===== src/common/swc_params.svh =====
`ifndef SWC_PARAMS_SVH
`define SWC_PARAMS_SVH

`define SWC_WIDTH        24 // counter register
`define SWC_INST_WIDTH   12 // code plus immediate
`define SWC_CODE_WIDTH   4
`define CMD_WIDTH        16 // host command word
`define CMD_TARGET_WIDTH 4

`define CMD_TARGET_DEV   4'h0
`define CMD_TARGET_WAIT  4'h1

// counter codes; 9 to 15 trap to error
`define SWC_NOP          4'h0
`define SWC_LD0          4'h1 // load byte 0
`define SWC_LD1          4'h2
`define SWC_LD2          4'h3
`define SWC_COU          4'h4 // single step up
`define SWC_COD          4'h5
`define SWC_CCU          4'h6 // run up until zero
`define SWC_CCD          4'h7
`define SWC_CCS          4'h8 // stop running count

`endif


===== src/common/swcPkg.sv =====
`default_nettype none

`include "swc_params.svh"

package swcPkg;

   // counter instruction word
   typedef struct packed {
      logic [`SWC_CODE_WIDTH-1:0]                 code;
      logic [`SWC_INST_WIDTH-`SWC_CODE_WIDTH-1:0] imm;
   } swcInstT;

   // device view, carries a counter instruction
   typedef struct packed {
      logic [`CMD_TARGET_WIDTH-1:0] target;
      swcInstT                      inst;
   } cmdDevT;

   // wait view, blocks the stream until ready matches
   typedef struct packed {
      logic [`CMD_TARGET_WIDTH-1:0]   target;
      logic                           untilReady;
      logic [`CMD_WIDTH-`CMD_TARGET_WIDTH-2:0] spare;
   } cmdWaitT;

   // target sits in the top nibble of both views
   typedef union packed {
      cmdDevT  dev;
      cmdWaitT waitCmd;
   } cmdWordT;

endpackage

`default_nettype wire


===== src/hdl/cmdDispatch.sv =====
`timescale 1ns/1ps
`default_nettype none

`include "swc_params.svh"

module cmdDispatch (
   input  wire logic           clock,
   input  wire logic           reset,
   input  wire logic           i_cmdValid,
   input  wire swcPkg::cmdWordT i_cmd,
   input  wire logic           i_ready,
   output logic                o_cmdTake,
   output swcPkg::swcInstT     o_inst,
   output logic                o_instEn,
   output logic                o_busy,
   output logic                o_badCmd
);
   import swcPkg::*;

   cmdWaitT held;
   logic    holding;
   logic    match;
   logic    xfer;
   logic    isDev;
   logic    isWait;
   logic    badCmd;

   assign isDev  = i_cmd.dev.target == `CMD_TARGET_DEV;
   assign isWait = i_cmd.waitCmd.target == `CMD_TARGET_WAIT;

   // held wait is satisfied this cycle
   assign match = holding && (i_ready == held.untilReady);

   assign o_cmdTake = !holding || match;
   assign xfer      = i_cmdValid && o_cmdTake;

   // device commands go straight through in the transfer cycle
   assign o_inst   = i_cmd.dev.inst;
   assign o_instEn = xfer && isDev;

   always_ff @(posedge clock) begin
      if (reset) begin
         holding <= 1'b0;
         badCmd  <= 1'b0;
      end
      else begin
         if (xfer && isWait) begin
            holding <= 1'b1;
         end
         else if (match) begin
            holding <= 1'b0;
         end

         if (xfer && !isDev && !isWait) begin
            badCmd <= 1'b1; // sticky, word is dropped
         end
      end
   end

   always_ff @(posedge clock) begin
      if (xfer && isWait) begin
         held <= i_cmd.waitCmd;
      end
   end

   assign o_busy   = holding;
   assign o_badCmd = badCmd;

endmodule

`default_nettype wire


===== src/hdl/cmdReceiver.sv =====
`timescale 1ns/1ps
`default_nettype none

module cmdReceiver (
   input  wire logic           clock,
   input  wire logic           reset,
   input  wire logic           i_cmdReq,
   input  wire swcPkg::cmdWordT i_cmdWord,
   input  wire logic           i_cmdTake,
   output logic                o_cmdAck,
   output logic                o_cmdValid,
   output swcPkg::cmdWordT     o_cmd
);
   import swcPkg::*;

   logic    full;
   logic    ack;
   logic    capture;
   cmdWordT buffer;

   // new word only when the previous one has been handed on
   assign capture = i_cmdReq && !ack && !full;

   always_ff @(posedge clock) begin
      if (reset) begin
         full <= 1'b0;
         ack  <= 1'b0;
      end
      else begin
         if (capture) begin
            full <= 1'b1;
         end
         else if (i_cmdTake) begin
            full <= 1'b0; // dispatch took it
         end

         if (capture) begin
            ack <= 1'b1;
         end
         else if (!i_cmdReq) begin
            ack <= 1'b0; // host released req
         end
      end
   end

   always_ff @(posedge clock) begin
      if (capture) begin
         buffer <= i_cmdWord;
      end
   end

   assign o_cmdAck   = ack;
   assign o_cmdValid = full;
   assign o_cmd      = buffer;

endmodule

`default_nettype wire


===== src/hdl/swcTop.sv =====
`timescale 1ns/1ps
`default_nettype none

`include "swc_params.svh"

module swcTop (
   input  wire logic                 clock,
   input  wire logic                 reset,
   input  wire logic                 i_cmdReq,
   input  wire swcPkg::cmdWordT      i_cmdWord,
   output logic                      o_cmdAck,
   output logic [`SWC_WIDTH-1:0]     o_counter,
   output logic                      o_ready,
   output logic                      o_error,
   output logic                      o_badCmd,
   output logic                      o_idle
);
   import swcPkg::*;

   logic    cmdValid;
   logic    cmdTake;
   cmdWordT cmd;
   swcInstT inst;
   logic    instEn;
   logic    busy;

   cmdReceiver cmdReceiver_inst (
      .clock      (clock),
      .reset      (reset),
      .i_cmdReq   (i_cmdReq),
      .i_cmdWord  (i_cmdWord),
      .i_cmdTake  (cmdTake),
      .o_cmdAck   (o_cmdAck),
      .o_cmdValid (cmdValid),
      .o_cmd      (cmd)
   );

   cmdDispatch cmdDispatch_inst (
      .clock      (clock),
      .reset      (reset),
      .i_cmdValid (cmdValid),
      .i_cmd      (cmd),
      .i_ready    (o_ready),
      .o_cmdTake  (cmdTake),
      .o_inst     (inst),
      .o_instEn   (instEn),
      .o_busy     (busy),
      .o_badCmd   (o_badCmd)
   );

   swcCounter swcCounter_inst (
      .clock      (clock),
      .reset      (reset),
      .i_inst     (inst),
      .i_instEn   (instEn),
      .o_counter  (o_counter),
      .o_ready    (o_ready),
      .o_error    (o_error)
   );

   // nothing buffered and no wait pending
   assign o_idle = !cmdValid && !busy;

endmodule

`default_nettype wire


===== src/swc/swcCounter.sv =====
`timescale 1ns/1ps
`default_nettype none

`include "swc_params.svh"

module swcCounter (
   input  wire logic                 clock,
   input  wire logic                 reset,
   input  wire swcPkg::swcInstT      i_inst,
   input  wire logic                 i_instEn,
   output logic [`SWC_WIDTH-1:0]     o_counter,
   output logic                      o_ready,
   output logic                      o_error
);

   localparam logic [1:0] stReset = 2'h0;
   localparam logic [1:0] stReady = 2'h1;
   localparam logic [1:0] stError = 2'h2;

   logic [1:0]                 state;
   logic [`SWC_CODE_WIDTH-1:0] cont;
   logic [`SWC_WIDTH-1:0]      count;
   logic                       isZero;

   assign isZero = count == '0;

   always_ff @(posedge clock) begin
      if (reset) begin
         state <= stReset;
         cont  <= `SWC_NOP;
         count <= '0;
      end
      else begin
         case (state)
            stReset: begin
               state <= stReady; // one idle cycle before accepting
               cont  <= `SWC_NOP;
               count <= '0;
            end

            stReady: begin
               if (i_instEn) begin
                  case (i_inst.code)
                     `SWC_NOP: begin
                        cont <= `SWC_NOP;
                     end
                     `SWC_LD0: begin
                        cont  <= `SWC_NOP;
                        count <= {count[`SWC_WIDTH-1:8], i_inst.imm};
                     end
                     `SWC_LD1: begin
                        cont  <= `SWC_NOP;
                        count <= {count[`SWC_WIDTH-1:16], i_inst.imm, count[7:0]};
                     end
                     `SWC_LD2: begin
                        cont  <= `SWC_NOP;
                        count <= {i_inst.imm, count[15:0]};
                     end
                     `SWC_COU: begin
                        cont  <= `SWC_NOP;
                        count <= count + 1'b1;
                     end
                     `SWC_COD: begin
                        cont  <= `SWC_NOP;
                        count <= count - 1'b1;
                     end
                     `SWC_CCU: begin
                        cont  <= `SWC_CCU; // first step now
                        count <= count + 1'b1;
                     end
                     `SWC_CCD: begin
                        cont  <= `SWC_CCD;
                        count <= count - 1'b1;
                     end
                     `SWC_CCS: begin
                        cont <= `SWC_NOP;
                     end
                     default: begin
                        state <= stError; // illegal code
                        cont  <= `SWC_NOP;
                        count <= '0;
                     end
                  endcase
               end
               else begin
                  case (cont)
                     `SWC_CCU: begin
                        if (isZero) begin
                           cont <= `SWC_NOP;
                        end
                        else begin
                           count <= count + 1'b1;
                        end
                     end
                     `SWC_CCD: begin
                        if (isZero) begin
                           cont <= `SWC_NOP;
                        end
                        else begin
                           count <= count - 1'b1;
                        end
                     end
                     default: begin
                        cont <= `SWC_NOP;
                     end
                  endcase
               end
            end

            stError: begin
               cont  <= `SWC_NOP; // stuck until reset
               count <= '0;
            end

            default: begin
               state <= stError;
               cont  <= `SWC_NOP;
               count <= '0;
            end
         endcase
      end
   end

   assign o_counter = count;
   assign o_ready   = isZero;
   assign o_error   = state == stError;

endmodule

`default_nettype wire


===== config.mk =====
export PLATFORM = sky130hd
export DESIGN_NAME = swcTop
export DESIGN_NICKNAME = d
export VERILOG_FILES = /design/src/common/swcPkg.sv /design/src/hdl/cmdDispatch.sv /design/src/hdl/cmdReceiver.sv /design/src/hdl/swcTop.sv /design/src/swc/swcCounter.sv
export VERILOG_INCLUDE_DIRS = /design/src /design/src/common
export SDC_FILE = /design/constraint.sdc
export NUM_CORES = 1
export LEC_CHECK = 0
export BUFFER_PORTS_ARGS = -buffer_cell sky130_fd_sc_hd__buf_2
export CAP_MARGIN = 5
export CORE_MARGIN = 2
export CORE_UTILIZATION = 45
export CTS_CLUSTER_DIAMETER = 40
export DETAILED_ROUTE_END_ITERATION = 8
export PLACE_DENSITY = 0.7
export SLEW_MARGIN = 40
export SYNTH_ARGS = -nofsm -noshare
export SYNTH_HDL_FRONTEND = slang
export SYNTH_HIERARCHICAL = 1
export SYNTH_SLANG_ARGS = --single-unit

===== constraint.sdc =====
create_clock -name clock -period 5.95 [get_ports clock]
set_input_delay 0.2975 -clock clock [delete_from_list [all_inputs] [get_ports clock]]
set_output_delay 0.2975 -clock clock [all_outputs]
set_load 0.01 [all_outputs]

==> metrics.md <==
| Metric | Value |
|---|---|
| CP Class | reg -> reg |
| Vias in the first global route | 3,283 |
| Clock Skews | 6.13 ps |
| Main synth FF type | dfxtp_1 |
| CTS Hold Bufs | 0 |
| Post-CTS setup buffers | 0 |
| Resize count post-CTS | 0 |
| # DRC | 0 |
| DP Cell Count | 545 |
| Post-synth EDFFs | 17 |
| Minimum clock period | 4110 ps |
| Worst-Skew Late Latency | 320 ps |
| WHS | 148 ps |
| RSZ-0062 raised after global routing | false |
| Crit share post-route | 69.1% |
| Antenna violations before repair | 0 |
| Pins Over Slew Limit | 0 |
| CP endpoint kind | register |
| HPWL Detailed | 7470 µm |
| CTS tree | built |
| Synthesis Warnings | 6 |
| Die area | 0.00881 mm² |
| Final setup viols | 0 |
| Pwr dens | 161 mW/mm² |
| Core box area | 0.00777 mm² |
| Leakage power | 1.40 nW |
| CTS root buffer | clkbuf_8 |
| Post-route non-filler standard cell count | 554 |
| Syn Inst Count | 440 |
| Status | finished, final reports clean |
| Site Rows | 32 |
| Ratio of cells with drive above 1 in the final layout | 19.7% |
| Synth Register Bits | 49 |
| Hold Violations, Final | 0 |
| Area of the multi-input gates | 0.00219 mm² |
| Die H | 93.9 µm |
| Critical Path RT | 6200 ps |
| Synthesized net count | 462 |
| Worst min-delay path category | in -> reg |
| Largest net degree at the start of global routing | 29 |
| Max VDD drop | 0.0988 mV |
| WP data arrival | 4360 ps |
| Worst slew pin tran | 746 ps |
| Place WS | 1960 ps |
| Vias per inst | 6.46 |
| Antenna-violating nets left | 0 |
| Final design utilization | 50.1% |
| GRT overflow | 0 |
| Overall Global Routing Usage | 25.4% |
| Clock Tree Buf Depth | 2 |
| Synth cell types | 82 |
| Top cells by area, synth | dfxtp_1, edfxtp_1, a21oi_1 |
| Netlist Area Pre-Place | 0.00363 mm² |
| Num CTS Buffers | 5 |
| Clock slew seen by the registers of the worst setup and hold paths | 100 ps |
| Clk sink count | 49 |
| First DRT Iteration DRCs | 399 |
| Sequential cell area | 0.00115 mm² |
| WL final | 10,700 µm |
| Fin nets | 473 |
| H-tree depth | 2 |
| Starting density of the core | 46.8% |
| Buffers added on ports | 47 |
| CP Max Fanout | 28 |
| Avg Cell Area, Syn | 8.26 µm² |
| Die width | 93.9 µm |
| Async S/R FF share, synth | 0% |
| Layout area overhead | 7.06% |
| Area fraction of the dominant cell type after synthesis | 17.6% |
| Drt first pass iters | 5 |
| Fillers | 771 |
| Sequential area share after synthesis | 31.7% |
| Max_slew headroom | 49.9% |
| Final TNS setup | 0 ps |
| First-pass GRT wire length | 17,600 µm |
| Placer Congestion | 0.927 |
| Fmax | 0.243 GHz |
| Max cap viols | 0 |
| PnR worst setup slack | 1840 ps |
| Ant. Diodes | 0 |
| Per-cell routed wire length | 19.4 µm |
| Synth area leader | dfxtp_1 |
| Io pins | 48 |
| Crit path launch type | register |
| Routed vias | 3,577 |
-- power by group --
| group | switching, W | internal, W | total (W) |
|---|---|---|---|
| Clock | 0.000133 | 0.0000883 | 0.000221 |
| Sequential | 0.0000143 | 0.000357 | 0.000371 |
| Combinational | 0.0000193 | 0.0000152 | 0.0000346 |
| Total | 0.000166 | 0.000460 | 0.000627 |
-- metal layers --
layer	global-route usage [%]	up-vias	share of wire [%]
met5	0	-	0
met4	8.45	0	1.6
met3	4.17	19	9.3
met2	39.6	220	46
met1	35.7	1669	43
li1	-	1669	-
-- layout by cell type (no fill, tap or decap), types with 4 or more instances in the layout --
master and instances:
buf_2 47, nor2_1 33, dfxtp_1 32, nand2_1 31
a21oi_1 29, o21ai_0 23, edfxtp_1 17, nand3_1 16
nor3_1 14, xnor2_1 12, inv_1 11, nor4_1 11
and3_1 9, a31oi_1 9, or4_1 8, nand4_1 6
o31ai_1 6, clkbuf_8 5, nor3b_1 5, o22ai_1 5
and2_1 5, a221oi_1 5, buf_4 5, xor2_1 4
and4_1 4, nor2b_1 4, nand2b_1 4
-- state kept, by name (all words and copies together), names as in the netlist --
| signal | count |
|---|---|
| cmdDispatch_inst/o_badCmd | 1 |
| swcCounter_inst/state | 2 |
| cmdReceiver_inst/o_cmd | 16 |
| swcCounter_inst/cont | 2 |
| cmdReceiver_inst/o_cmdAck | 1 |
| cmdReceiver_inst/o_cmdValid | 1 |
| cmdDispatch_inst/held | 1 |
| swcCounter_inst/o_counter | 24 |
| cmdDispatch_inst/o_busy | 1 |
-- critical path: stages (launching register included) --
cell,delay [ps]
dfxtp_1,410
or4_1,720
nor4_4,370
and3_2,290
xor2_1,80
nand2_2,110
and4b_2,610
o31ai_1,260
a21oi_1,550
nor2_4,170
or2_2,340
a21oi_1,130
-- synth_stat cells, drive strengths merged, types with 6 or more instances --
master and n:
nor2 34, nand2 33, dfxtp 32, a21oi 30, buf 26, o21ai 25
clkbuf 23, nand3 18, edfxtp 17, nor3 17, nor4 12, xnor2 12
inv 11, and3 10, a31oi 9, or4 9, and2 7, nand4 6
nor3b 6, o31ai 6
-- worst paths after layout --
path / startpoint / endpoint / slack [ps] / cells past startpoint
min: i_cmdWord[7] / cmdReceiver_inst/o_cmd[7]$_DFFE_PP_ / 150 / 1
min reg2reg: swcCounter_inst/state[1]$_SDFFE_PP0P_ / swcCounter_inst/state[0]$_SDFFE_PP0P_ / 470 / 1
max reg2reg: swcCounter_inst/o_counter[10]$_SDFFE_PP0P_ / swcCounter_inst/o_counter[13]$_SDFFE_PP0P_ / 1840 / 11
max: swcCounter_inst/o_counter[10]$_SDFFE_PP0P_ / swcCounter_inst/o_counter[13]$_SDFFE_PP0P_ / 1840 / 11
-- through the flow --
step	area [µm²]	total power (W)
after floorplan	3630	0.000398
after global placement	3760	0.000410
after detailed placement	3780	0.000411
after CTS	3870	0.000632
after global routing	3890	0.000652
final	3890	0.000627
-- area by class of cell --
type	instances	share of cell area (%)
Timing Repair Buffer	53	7.30
Tap cell	102	3.28
Multi-Input combinational cell	331	56.3
Clock inverter	3	0.740
Inverter	11	1.06
Clock buffer	5	1.77
Sequential cell	49	29.6
-- cells by family (layout without fill, tap and decap cells) --
logic type,count (synthesis),count (layout),synth area share (%)
xor+xnor,16,16,3.86
buf+inv,60,72,8.64
mux,3,3,0.826
compound gates,126,126,24.3
flops,49,49,31.7
simple gates,182,182,29.4
fa+ha+maj,4,4,1.31
(Power assumes the default switching activity.)
